<file path="src/alu_sub_pkg.sv">
`default_nettype none

package alu_sub_pkg;

    localparam int DATA_W = 32;

    // Encodings follow the instruction set opcode field
    typedef enum logic [4:0] {
        op_add  = 5'd3,
        op_sub  = 5'd4,
        op_and  = 5'd5,
        op_or   = 5'd6,
        op_shr  = 5'd7,
        op_shra = 5'd8,
        op_shl  = 5'd9,
        op_ror  = 5'd10,
        op_rol  = 5'd11,
        op_addi = 5'd12,
        op_andi = 5'd13,
        op_ori  = 5'd14,
        op_mul  = 5'd15,
        op_div  = 5'd16,
        op_neg  = 5'd17,
        op_not  = 5'd18
    } alu_op_e;

    // One operation from the requester
    typedef struct packed {
        alu_op_e             op;
        logic [DATA_W-1:0]   a;
        logic [DATA_W-1:0]   b;
        logic [15:0]         imm;
    } alu_req_t;

    // HI/LO result with status
    typedef struct packed {
        logic [DATA_W-1:0]   hi;
        logic [DATA_W-1:0]   lo;
        logic                illegal;   // Opcode outside the map
        logic                div_zero;
    } alu_res_t;

endpackage

`default_nettype wire

</file>
<file path="src/alu_core.sv">
`timescale 1ns/1ps
`default_nettype none

module alu_core (
    input  alu_sub_pkg::alu_op_e           op,
    input  logic [alu_sub_pkg::DATA_W-1:0] a,
    input  logic [alu_sub_pkg::DATA_W-1:0] b,
    input  logic [15:0]                    imm,
    output logic [alu_sub_pkg::DATA_W-1:0] y
);

    localparam int W = alu_sub_pkg::DATA_W;

    logic [4:0]     amt;
    logic [2*W-1:0] a_dbl;
    logic [2*W-1:0] rol_full;
    logic [2*W-1:0] ror_full;
    logic [W-1:0]   imm_sext;
    logic [W-1:0]   imm_zext;

    assign amt      = b[4:0];           // Only the low five bits count
    assign a_dbl    = {a, a};
    assign rol_full = a_dbl << amt;
    assign ror_full = a_dbl >> amt;
    assign imm_sext = {{(W-16){imm[15]}}, imm};
    assign imm_zext = {{(W-16){1'b0}}, imm};

    always_comb begin
        case (op)
            alu_sub_pkg::op_add: begin
                y = a + b;
            end
            alu_sub_pkg::op_sub: begin
                y = a - b;
            end
            alu_sub_pkg::op_and: begin
                y = a & b;
            end
            alu_sub_pkg::op_or: begin
                y = a | b;
            end
            alu_sub_pkg::op_shr: begin
                y = a >> amt;
            end
            alu_sub_pkg::op_shra: begin
                y = $signed(a) >>> amt;
            end
            alu_sub_pkg::op_shl: begin
                y = a << amt;
            end
            alu_sub_pkg::op_ror: begin
                y = ror_full[W-1:0];
            end
            alu_sub_pkg::op_rol: begin
                y = rol_full[2*W-1:W];
            end
            alu_sub_pkg::op_addi: begin
                y = a + imm_sext;
            end
            alu_sub_pkg::op_andi: begin
                y = a & imm_zext;
            end
            alu_sub_pkg::op_ori: begin
                y = a | imm_zext;
            end
            alu_sub_pkg::op_neg: begin
                y = -b;
            end
            alu_sub_pkg::op_not: begin
                y = ~b;
            end
            default: begin
                y = '0;                 // mul, div and illegal codes
            end
        endcase
    end

endmodule

`default_nettype wire

</file>
<file path="src/mul_div_unit.sv">
`timescale 1ns/1ps
`default_nettype none

module mul_div_unit (
    input  logic                           clk,
    input  logic                           rst_n,
    input  logic                           start,
    input  logic                           is_div,
    input  logic [alu_sub_pkg::DATA_W-1:0] a,
    input  logic [alu_sub_pkg::DATA_W-1:0] b,
    output logic                           busy,
    output logic                           done,
    output logic [alu_sub_pkg::DATA_W-1:0] hi,
    output logic [alu_sub_pkg::DATA_W-1:0] lo,
    output logic                           div_zero
);

    localparam int W     = alu_sub_pkg::DATA_W;
    localparam int CNT_W = $clog2(W);

    logic [CNT_W-1:0] cnt;
    logic             mode_div;
    logic             neg_q;        // Product sign for mul, quotient sign for div
    logic             neg_r;
    logic [W-1:0]     mag_b;
    logic [W-1:0]     acc_hi;       // Upper product or partial remainder
    logic [W-1:0]     acc_lo;       // Multiplier or dividend/quotient
    logic [W:0]       add_x;
    logic [W:0]       add_y;
    logic [W:0]       add_s;
    logic [2*W-1:0]   prod;

    // One adder serves both, subtracting for the divide step
    always_comb begin
        if (mode_div) begin
            add_x = {acc_hi, acc_lo[W-1]};
            add_y = ~{1'b0, mag_b};
        end else begin
            add_x = {1'b0, acc_hi};
            add_y = acc_lo[0] ? {1'b0, mag_b} : '0;
        end
        add_s = add_x + add_y + {{W{1'b0}}, mode_div};
    end

    always_ff @(posedge clk or negedge rst_n) begin
        if (!rst_n) begin
            busy <= 1'b0;
            done <= 1'b0;
            cnt  <= '0;
        end else begin
            done <= 1'b0;
            if (start) begin
                busy <= 1'b1;
                cnt  <= '0;
            end else if (busy) begin
                cnt <= cnt + 1'b1;
                if (cnt == CNT_W'(W - 1)) begin
                    busy <= 1'b0;
                    done <= 1'b1;
                end
            end
        end
    end

    always_ff @(posedge clk) begin
        if (start) begin
            mode_div <= is_div;
            neg_q    <= a[W-1] ^ b[W-1];
            neg_r    <= a[W-1];
            div_zero <= is_div && (b == '0);
            mag_b    <= b[W-1] ? -b : b;
            acc_lo   <= a[W-1] ? -a : a;
            acc_hi   <= '0;
        end else if (busy) begin
            if (mode_div) begin
                // Restore when the trial subtraction goes negative
                acc_hi <= add_s[W] ? add_x[W-1:0] : add_s[W-1:0];
                acc_lo <= {acc_lo[W-2:0], ~add_s[W]};
            end else begin
                {acc_hi, acc_lo} <= {add_s, acc_lo[W-1:1]};
            end
        end
    end

    assign prod = {acc_hi, acc_lo};

    // Divide by zero leaves |a| in the remainder, so hi comes out as a
    always_comb begin
        if (mode_div) begin
            hi = neg_r ? -acc_hi : acc_hi;
            lo = div_zero ? '1 : (neg_q ? -acc_lo : acc_lo);
        end else begin
            {hi, lo} = neg_q ? -prod : prod;
        end
    end

    no_start_busy: assert property (
        @(posedge clk) disable iff (!rst_n) start |-> !busy
    ) else $error("start while busy");

endmodule

`default_nettype wire

</file>
<file path="src/op_capture.sv">
`timescale 1ns/1ps
`default_nettype none

module op_capture (
    input  logic                  clk,
    input  logic                  rst_n,
    input  logic                  req,
    input  alu_sub_pkg::alu_req_t req_data,
    output logic                  ack,
    output logic                  op_valid,
    input  logic                  op_ready,
    output alu_sub_pkg::alu_req_t op_data
);

    logic take;

    // New request only when the slot is free and the last handshake closed
    assign take = req && !ack && !op_valid;

    always_ff @(posedge clk or negedge rst_n) begin
        if (!rst_n) begin
            ack      <= 1'b0;
            op_valid <= 1'b0;
        end else begin
            if (take) begin
                ack      <= 1'b1;
                op_valid <= 1'b1;
            end else if (op_valid && op_ready) begin
                op_valid <= 1'b0;   // Slot released on transfer
            end
            if (!req) begin
                ack <= 1'b0;
            end
        end
    end

    always_ff @(posedge clk) begin
        if (take) begin
            op_data <= req_data;
        end
    end

    ack_needs_req: assert property (
        @(posedge clk) disable iff (!rst_n) $rose(ack) |-> req
    ) else $error("ack rose while req low");

    op_hold: assert property (
        @(posedge clk) disable iff (!rst_n)
        op_valid && !op_ready |=> op_valid && $stable(op_data)
    ) else $error("op_data changed before transfer");

endmodule

`default_nettype wire

</file>
<file path="src/alu_exec.sv">
`timescale 1ns/1ps
`default_nettype none

module alu_exec (
    input  logic                  clk,
    input  logic                  rst_n,
    input  logic                  in_valid,
    output logic                  in_ready,
    input  alu_sub_pkg::alu_req_t in_data,
    output logic                  out_valid,
    input  logic                  out_ready,
    output alu_sub_pkg::alu_res_t out_data
);

    logic [alu_sub_pkg::DATA_W-1:0] core_y;
    logic [alu_sub_pkg::DATA_W-1:0] md_hi;
    logic [alu_sub_pkg::DATA_W-1:0] md_lo;
    logic                           md_busy;
    logic                           md_done;
    logic                           md_dz;
    logic                           accept;
    logic                           is_div;
    logic                           is_md;
    logic                           illegal;

    assign is_div   = in_data.op == alu_sub_pkg::op_div;
    assign is_md    = is_div || (in_data.op == alu_sub_pkg::op_mul);
    assign illegal  = !(in_data.op inside {[alu_sub_pkg::op_add : alu_sub_pkg::op_not]});
    assign in_ready = !md_busy && !md_done && !out_valid;
    assign accept   = in_valid && in_ready;

    alu_core u_core (
        .op  (in_data.op),
        .a   (in_data.a),
        .b   (in_data.b),
        .imm (in_data.imm),
        .y   (core_y)
    );

    mul_div_unit u_mul_div (
        .clk      (clk),
        .rst_n    (rst_n),
        .start    (accept && is_md),
        .is_div   (is_div),
        .a        (in_data.a),
        .b        (in_data.b),
        .busy     (md_busy),
        .done     (md_done),
        .hi       (md_hi),
        .lo       (md_lo),
        .div_zero (md_dz)
    );

    always_ff @(posedge clk or negedge rst_n) begin
        if (!rst_n) begin
            out_valid <= 1'b0;
        end else if ((accept && !is_md) || md_done) begin
            out_valid <= 1'b1;
        end else if (out_valid && out_ready) begin
            out_valid <= 1'b0;
        end
    end

    always_ff @(posedge clk) begin
        if (accept && !is_md) begin
            out_data.hi       <= '0;
            out_data.lo       <= core_y;      // Core gives zero for illegal codes
            out_data.illegal  <= illegal;
            out_data.div_zero <= 1'b0;
        end else if (md_done) begin
            out_data.hi       <= md_hi;
            out_data.lo       <= md_lo;
            out_data.illegal  <= 1'b0;
            out_data.div_zero <= md_dz;
        end
    end

endmodule

`default_nettype wire

</file>
<file path="src/hi_lo_writer.sv">
`timescale 1ns/1ps
`default_nettype none

module hi_lo_writer (
    input  logic                  clk,
    input  logic                  rst_n,
    input  logic                  in_valid,
    output logic                  in_ready,
    input  alu_sub_pkg::alu_res_t in_data,
    output logic                  res_req,
    input  logic                  res_ack,
    output alu_sub_pkg::alu_res_t res_data
);

    logic load;

    // Idle only when both handshake lines are back to zero
    assign in_ready = !res_req && !res_ack;
    assign load     = in_valid && in_ready;

    always_ff @(posedge clk or negedge rst_n) begin
        if (!rst_n) begin
            res_req <= 1'b0;
        end else if (load) begin
            res_req <= 1'b1;
        end else if (res_ack) begin
            res_req <= 1'b0;
        end
    end

    // HI/LO register
    always_ff @(posedge clk) begin
        if (load) begin
            res_data <= in_data;
        end
    end

    res_hold: assert property (
        @(posedge clk) disable iff (!rst_n)
        res_req && !res_ack |=> res_req && $stable(res_data)
    ) else $error("res_req dropped or res_data moved before res_ack");

endmodule

`default_nettype wire

</file>
<file path="src/alu_sub_top.sv">
`timescale 1ns/1ps
`default_nettype none

module alu_sub_top (
    input  logic                  clk,
    input  logic                  rst_n,
    input  logic                  req,
    input  alu_sub_pkg::alu_req_t req_data,
    output logic                  ack,
    output logic                  res_req,
    input  logic                  res_ack,
    output alu_sub_pkg::alu_res_t res_data
);

    logic                  op_valid;
    logic                  op_ready;
    alu_sub_pkg::alu_req_t op_data;
    logic                  ex_valid;
    logic                  ex_ready;
    alu_sub_pkg::alu_res_t ex_data;

    op_capture u_capture (
        .clk      (clk),
        .rst_n    (rst_n),
        .req      (req),
        .req_data (req_data),
        .ack      (ack),
        .op_valid (op_valid),
        .op_ready (op_ready),
        .op_data  (op_data)
    );

    alu_exec u_exec (
        .clk       (clk),
        .rst_n     (rst_n),
        .in_valid  (op_valid),
        .in_ready  (op_ready),
        .in_data   (op_data),
        .out_valid (ex_valid),
        .out_ready (ex_ready),
        .out_data  (ex_data)
    );

    hi_lo_writer u_writer (
        .clk      (clk),
        .rst_n    (rst_n),
        .in_valid (ex_valid),
        .in_ready (ex_ready),
        .in_data  (ex_data),
        .res_req  (res_req),
        .res_ack  (res_ack),
        .res_data (res_data)
    );

endmodule

`default_nettype wire

</file>
<file path="config.mk">
export PLATFORM = sky130hd
export DESIGN_NAME = alu_sub_top
export DESIGN_NICKNAME = d
export VERILOG_FILES = /design/src/alu_sub_pkg.sv /design/src/alu_core.sv /design/src/mul_div_unit.sv /design/src/op_capture.sv /design/src/alu_exec.sv /design/src/hi_lo_writer.sv /design/src/alu_sub_top.sv
export SDC_FILE = /design/constraint.sdc
export NUM_CORES = 1
export LEC_CHECK = 0
export BUFFER_PORTS_ARGS = -buffer_cell sky130_fd_sc_hd__clkbuf_2
export CAP_MARGIN = 20
export CELL_PAD_IN_SITES_DETAIL_PLACEMENT = 0
export CELL_PAD_IN_SITES_GLOBAL_PLACEMENT = 1
export CORE_MARGIN = 10
export CORE_UTILIZATION = 48
export CTS_CLUSTER_SIZE = 30
export DETAILED_ROUTE_END_ITERATION = 12
export GPL_TIMING_DRIVEN = 0
export PLACE_DENSITY = 0.85
export REMOVE_ABC_BUFFERS = 1
export SLEW_MARGIN = 20
export SYNTH_ARGS = -nofsm -noshare
export SYNTH_HDL_FRONTEND = slang
export SYNTH_SLANG_ARGS = --single-unit
</file>
<file path="constraint.sdc">
create_clock -name clk -period 9.2 [get_ports clk]
set_input_delay 1.84 -clock clk [delete_from_list [all_inputs] [get_ports clk]]
set_output_delay 1.84 -clock clk [all_outputs]
set_load 0.01 [all_outputs]
</file>
==> summary.md, run 1 <==
| Metric | Value |
|---|---|
| Outcome | `finished clean` |
| Crit path buf inv count | `1` |
| Seq/Total Area, Yosys | `34.7%` |
| Slowest stage cell on the critical path | `nor2_1` |
| Final Hold Viols | `0` |
| Most frequent cell after synthesis | `o21ai_0` |
| Max Fclk | `124 MHz` |
| Die Y | `254 um` |
| Initial core utilization | `48.7%` |
| Post-synth EDFFs | `252` |
| Iter 0 DRT Violations | `3703` |
| # hold bufs at CTS | `0` |
| # rows | `85` |
| Cell area after layout | `0.0295 sq mm` |
| Placed inst area | `0.0282 sq mm` |
| Core Util, Final | `54.4%` |
| Worst-Skew Late Latency | `0.59 ns` |
| Max IR drop VDD | `0.177 mV` |
| Layout Cells excl Fill | `3765` |
| Critical Path AT | `8.34 ns` |
| Met3 Use GR | `9.78%` |
| Crit path time final | `8.08 ns` |
| CP dominant cell by count | `o21ai_0` |
| Leading area contributor after synthesis | `edfxtp_1` |
| P_leak | `10.9 nW` |
| Total number of vias | `26300` |
| First-pass GRT wire length | `166000 um` |
| Post_cts resized | `0` |
| Post-synthesis instance total | `3031` |
| Grt met2 use | `53.0%` |
| Nets | `3201` |
| IO buf count | `156` |
| Largest cells by area after synthesis | `edfxtp_1 (29%), o21ai_0 (6.0%), dfxtp_1 (4.9%)` |
| Core Area | `0.0541 sq mm` |
| M1 GR Usage | `44.3%` |
| Final routed DRC violation total | `0` |
| Routed len/inst | `30.9 um` |
| Power per cell area | `270 mW/mm^2` |
| Die outline area | `0.0647 sq mm` |
| Worst path required time | `9.46 ns` |
| CTS tree | `done` |
| WHS | `0.414 ns` |
| CP Launch Type | `flip-flop` |
| Setup Skew | `0.0360 ns` |
| Relative max-transition margin | `16.3%` |
| Type of the most critical hold path | `flip-flop to flip-flop` |
| Gr ovfl total | `0` |
| Drt pass-1 iters | `8` |
| Share of cells above drive strength 1 | `14.2%` |
| Post-synth top cells | `o21ai_0 (315), nand2_1 (308), nor2_1 (272)` |
| Max-cap viol count | `0` |
| Htree depth | `2` |
| Max Slew Vio Count | `0` |
| I/O Pins | `157` |
| Worst-path maximum fanout | `20` |
| Setup bufs post-CTS | `0` |
| Ys async rst share | `3.35%` |
| DP Wirelength | `87900 um` |
| Top_reg_cell synth | `edfxtp_1` |
| Worst-margin pin slew | `1.26 ns` |
| Bufs on Longest Clock Path | `3` |
| Layout area overhead | `11.7%` |
| Endpoints failing setup | `0` |
| Root Driver | `clkbuf_16` |
| Reg clk slew, reported paths | `0.06 ns` |
| Global route hottest layer | `met2` |
| Critical path cell sequence | `nor2b_1 -> nand2_1 -> nor2_1 -> o21ai_0 -> ha_1 -> inv_1 -> fa_1 -> nor2b_1 -> o31a_1 -> o221ai_1 -> a21boi_0 -> a311o_1 -> xnor2_1 -> o21ai_0 -> nor4_2 -> o21ai_0` |
| Crit. End Element | `flip-flop` |
| Cell Area, Synth | `0.0264 sq mm` |
| Final cycle utilization of the critical path | `87.8%` |
| Vias in the first global route | `24300` |
| TritonCTS Buffers | `38` |
| #FFs+latches synth | `328` |
| Filler cell count | `4925` |
| Drt total wl | `116000 um` |
| Largest net degree at the start of global routing | `64` |
| Cell family with most CP delay | `simple AND/OR/NAND/NOR gates` |
| CTS Sinks | `328` |
| Via density per instance | `6.99` |
| Yosys warning count | `0` |
| Crit Path Category | `flip-flop to flip-flop` |
| Distinct cells, synth | `93` |
| Synthesized area per cell | `8.70 sq um` |
| Routed Antenna Nets | `0` |
| Inst Count DP | `3688` |
| Overall routing resource usage | `34.9%` |
| Initial antenna violation count | `13` |
| Synth top area share | `28.7%` |
| Horiz. Die Dim | `254 um` |
| GP Congestion | `1.05` |
| RSZ-0062 raised after global routing | `false` |
| Crit path largest cell delay | `1.00 ns` |
## worst paths after layout
kind	from	end	slack, ns	cells after the start
max in group asynchronous	rst_n	u_exec.u_mul_div.done	7.80	1
min	u_exec.out_data[29]	u_writer.res_data[29]	0.41	0
max reg2reg	u_capture.op_data[84]	u_exec.out_data[24]	1.12	16
max	u_capture.op_data[84]	u_exec.out_data[24]	1.12	16
min in group asynchronous	rst_n	u_capture.ack	1.14	1
min reg2reg	u_exec.out_data[29]	u_writer.res_data[29]	0.41	0
## power breakdown
group          total (mW)  switching (mW)  internal [mW]
combinational        3.74            2.34           1.40
sequential           2.70           0.652           2.04
clock                1.52           0.644          0.874
total                7.96            3.64           4.32
## cell type report
cell class | count | area [sq um] | share of cell area [%]
inverter | 58 | 228 | 0.773
clock inverter | 23 | 229 | 0.777
timing repair buffer | 227 | 1860 | 6.31
tap | 696 | 871 | 2.96
sequential | 328 | 9150 | 31.0
clock buffer | 47 | 1010 | 3.41
multi-input combinational | 2381 | 16100 | 54.7
antenna | 5 | 12.5 | 0.0425
## layout by cell type, fill, tap and decap left out, types with 21 or more instances in the layout
cell type and count:
mux2_2 32, o21a_1 21, o21ai_0 315, dfxtp_1 65, nand2b_1 22, mux4_2 52, a22o_1 36, xnor2_1 129
clkbuf_2 156, o221ai_1 25, nand2_1 307, a211oi_1 49, nand3_1 43, mux2i_1 91, a21o_1 37, inv_1 50
a221oi_1 30, nor2b_1 21, edfxtp_1 252, a21oi_1 236, nor2_1 265, or3_1 32, a31oi_1 43, o31ai_1 26
o211ai_1 24, buf_8 35, ha_1 75, o22ai_1 29, nor3_1 67, xor2_1 61, clkbuf_16 39
## kinds of logic (layout without fill, tap and decap cells)
logic type,after synthesis,in the layout,synth area share (%)
other,0,5,0
multiplexers,178,178,9.56
AO/OA/AOI/OAI,1025,1025,24.9
XOR/XNOR,190,190,6.31
adder cells (fa/ha/maj),78,78,3.79
buffers and inverters,322,355,4.69
AND/OR/NAND/NOR,910,910,16.1
flip-flops,328,328,34.7
## registers in the layout, summed over array words and instances (netlist names), 5 cells and up
name / count
u_capture.op_data: 85
u_exec.out_data: 66
u_writer.res_data: 66
u_exec.u_mul_div.acc_hi: 32
u_exec.u_mul_div.acc_lo: 32
u_exec.u_mul_div.mag_b: 32
u_exec.u_mul_div.cnt: 5
## per-layer routing
metal,share of wire [%],routed length (um),vias to the layer above
met3,12,14100,423
met1,38,44300,12700
met2,43,50100,1747
met5,0.11,131,-
li1,-,-,11400
met4,6.7,7750,18
## stage by stage
step | total power, mW | setup WS [ns] | TNS, ns
finish | 7.96 | 1.12 | 0
global route | 8.32 | 1.15 | 0
CTS | 7.83 | 1.71 | 0
detailed placement | 6.30 | 1.75 | 0
global placement | 6.15 | -2.49 | -264.32
floorplan | 4.83 | 0.595 | 0
No activity file was read; power rests on OpenSTA's default activity.
==> run 2: changes to the inputs <==
- CORE_UTILIZATION: 48 -> 44
- PLACE_DENSITY: 0.85 -> 0.82
- clock period: 9.2 -> 6.7 ns (I/O delays scaled with it)
==> summary.md, run 2 (synthesis gave the netlist of run 1 again) <==
| Metric | Value |
|---|---|
| Hold Crit Depth | `0` |
| Total number of vias | `25800` |
| Initial antenna violation count | `7` |
| Largest register by flop count | `u_capture.op_data` |
| CTS Sinks | `328` |
| Post-Route M1 WL | `47700 um` |
| IO buf count | `156` |
| Horiz. Die Dim | `265 um` |
| Hold Path End | `u_writer.res_data[22]` |
| Routed len/inst | `31.2 um` |
| R2r setup slk | `0.16 ns` |
| Hold_sp | `u_exec.out_data[22]` |
| CTS tree | `done` |
| Drt total wl | `120000 um` |
| First-pass GRT wire length | `172000 um` |
| I/O Pins | `157` |
| DP Wirelength | `90300 um` |
| Via density per instance | `6.72` |
| Max Fclk | `153 MHz` |
| Most common cell after layout, fill and taps aside | `o21ai_0` |
| Biggest regs | `u_capture.op_data: 85 flops, u_exec.out_data: 66 flops, u_writer.res_data: 66 flops` |
| Final cycle utilization of the critical path | `97.6%` |
| Worst-margin pin slew | `1.31 ns` |
| Max reg flops | `85` |
| Layout area overhead | `12.6%` |
| WHS | `0.416 ns` |
| Worst path required time | `6.99 ns` |
| Final worst setup slack | `0.163 ns` |
| Worst-path maximum fanout | `18` |
| Slowest stage cell on the critical path | `edfxtp_1` |
| Top Layer Used | `met5` |
| Die outline area | `0.0701 sq mm` |
| Critical Path AT | `6.82 ns` |
| # hold bufs at CTS | `0` |
| Setup bufs post-CTS | `0` |
| Crit Path Category | `flip-flop to flip-flop` |
| Core Util, Final | `50.2%` |
| Power per cell area | `367 mW/mm^2` |
| RSZ-0062 raised after global routing | `false` |
| Met2 Wirelength | `51700 um` |
| Final Hold Viols | `0` |
| Vias in the first global route | `24500` |
| Gr ovfl total | `0` |
| Critical path cell sequence | `buf_16 -> buf_8 -> nor4_4 -> nand2_1 -> or3_1 -> or3_1 -> xor2_1 -> a221o_1 -> ha_1 -> a21oi_1 -> and3_1 -> a21boi_2 -> a311o_1 -> xnor2_2 -> o21ai_0 -> nor4_2 -> buf_4 -> o21ai_0` |
| Die Y | `265 um` |
| TritonCTS Buffers | `37` |
| Bufs on Longest Clock Path | `3` |
| Worst-Skew Late Latency | `0.58 ns` |
| P_leak | `11.0 nW` |
| Largest net degree at the start of global routing | `100` |
| Final routed DRC violation total | `0` |
| Max-cap viol count | `0` |
| Met3 wire len | `12900 um` |
| Relative max-transition margin | `12.7%` |
| Critical R2R Launch | `u_capture.op_data[18]` |
| CP Launch Type | `flip-flop` |
| # rows | `89` |
| Setup Skew | `0.0245 ns` |
| Htree depth | `2` |
| R2r endpoint | `u_exec.out_data[24]` |
| Max IR drop VDD | `0.258 mV` |
| Max Slew Vio Count | `0` |
| Drt pass-1 iters | `6` |
| Share of cells above drive strength 1 | `14.7%` |
| Core Area | `0.0592 sq mm` |
| Outcome | `finished clean` |
| Setup TNS | `0 ns` |
| Overall routing resource usage | `33.1%` |
| Iter 0 DRT Violations | `3084` |
| Worst slack at placement | `-0.0374 ns` |
| Crit path buf inv count | `3` |
| Nets | `3207` |
| Crit path time final | `6.54 ns` |
| Reg clk slew, reported paths | `0.06 ns` |
| R2r worst-path depth | `18` |
| Routed Antenna Nets | `0` |
| Root Driver | `clkbuf_16` |
| GP Congestion | `1.04` |
| Crit. End Element | `flip-flop` |
| Crit path largest cell delay | `0.62 ns` |
| Cell family with most CP delay | `simple AND/OR/NAND/NOR gates` |
| Initial core utilization | `44.5%` |
| Most frequent cells in the layout | `o21ai_0 (315), nand2_1 (306), nor2_1 (263)` |
| Type of the most critical hold path | `flip-flop to flip-flop` |
| Endpoints failing setup | `0` |
-- run 2: worst register-to-register path, stage by stage, from the launching register on --
cell	delay [ns]
edfxtp_1	0.62
buf_16	0.27
buf_8	0.18
nor4_4	0.61
nand2_1	0.24
or3_1	0.50
or3_1	0.38
xor2_1	0.58
a221o_1	0.34
ha_1	0.29
a21oi_1	0.22
and3_1	0.21
a21boi_2	0.19
a311o_1	0.52
xnor2_2	0.40
o21ai_0	0.17
nor4_2	0.15
buf_4	0.23
o21ai_0	0.14
-- run 2: worst max-delay path by stage --
stage	from	end	slack, ns	cells past startpoint
final	u_capture.op_data[18]	u_exec.out_data[24]	0.16	18
after floorplan	req	u_capture.op_data[0]	-1.41	1
after global routing	u_capture.op_data[18]	u_exec.out_data[24]	0.03	18
after global placement	u_capture.op_data[19]	u_exec.out_data[24]	-5.62	13
after CTS	u_capture.op_data[84]	u_exec.out_data[24]	0.18	18
after detailed placement	u_capture.op_data[84]	u_exec.out_data[24]	-0.04	18
-- run 2: layer usage --
| metal | track usage (%) | up-vias |
|---|---|---|
| met2 | 49.4 | 1574 |
| met3 | 9.44 | 340 |
| met1 | 42.1 | 12500 |
| met4 | 19.5 | 10 |
| li1 | - | 11400 |
| met5 | 0 | - |
-- run 2: report_power, final --
part | switching (mW) | total, mW | internal (mW)
Sequential | 0.867 | 3.67 | 2.80
Combinational | 3.26 | 5.22 | 1.96
Clock | 0.862 | 2.01 | 1.14
Total | 4.99 | 10.9 | 5.91
-- run 2: timing repair --
item	CTS	global route
hold endpoints to repair	0	0
gates resized for setup	1	5
endpoints found under the setup margin	2	3
-- run 2: cell type report --
type	count	area (sq um)
Multi-Input combinational cell	2381	16200
Inverter	58	228
Timing Repair Buffer	234	2020
Clock inverter	16	131
Antenna cell	3	7.51
Fill cell	5554	29500
Clock buffer	51	1050
Sequential cell	328	9150
Tap cell	773	967
-- run 2: metrics by stage --
stage	std cells	cell area (sq um)	total power, mW
6_report	3844	29700	10.9
3_5_place_dp	3766	28300	8.70
4_1_cts	3833	29500	10.7
5_1_grt	3841	29700	11.4
3_3_place_gp	3696	27100	8.51
2_1_floorplan	2767	25400	6.63
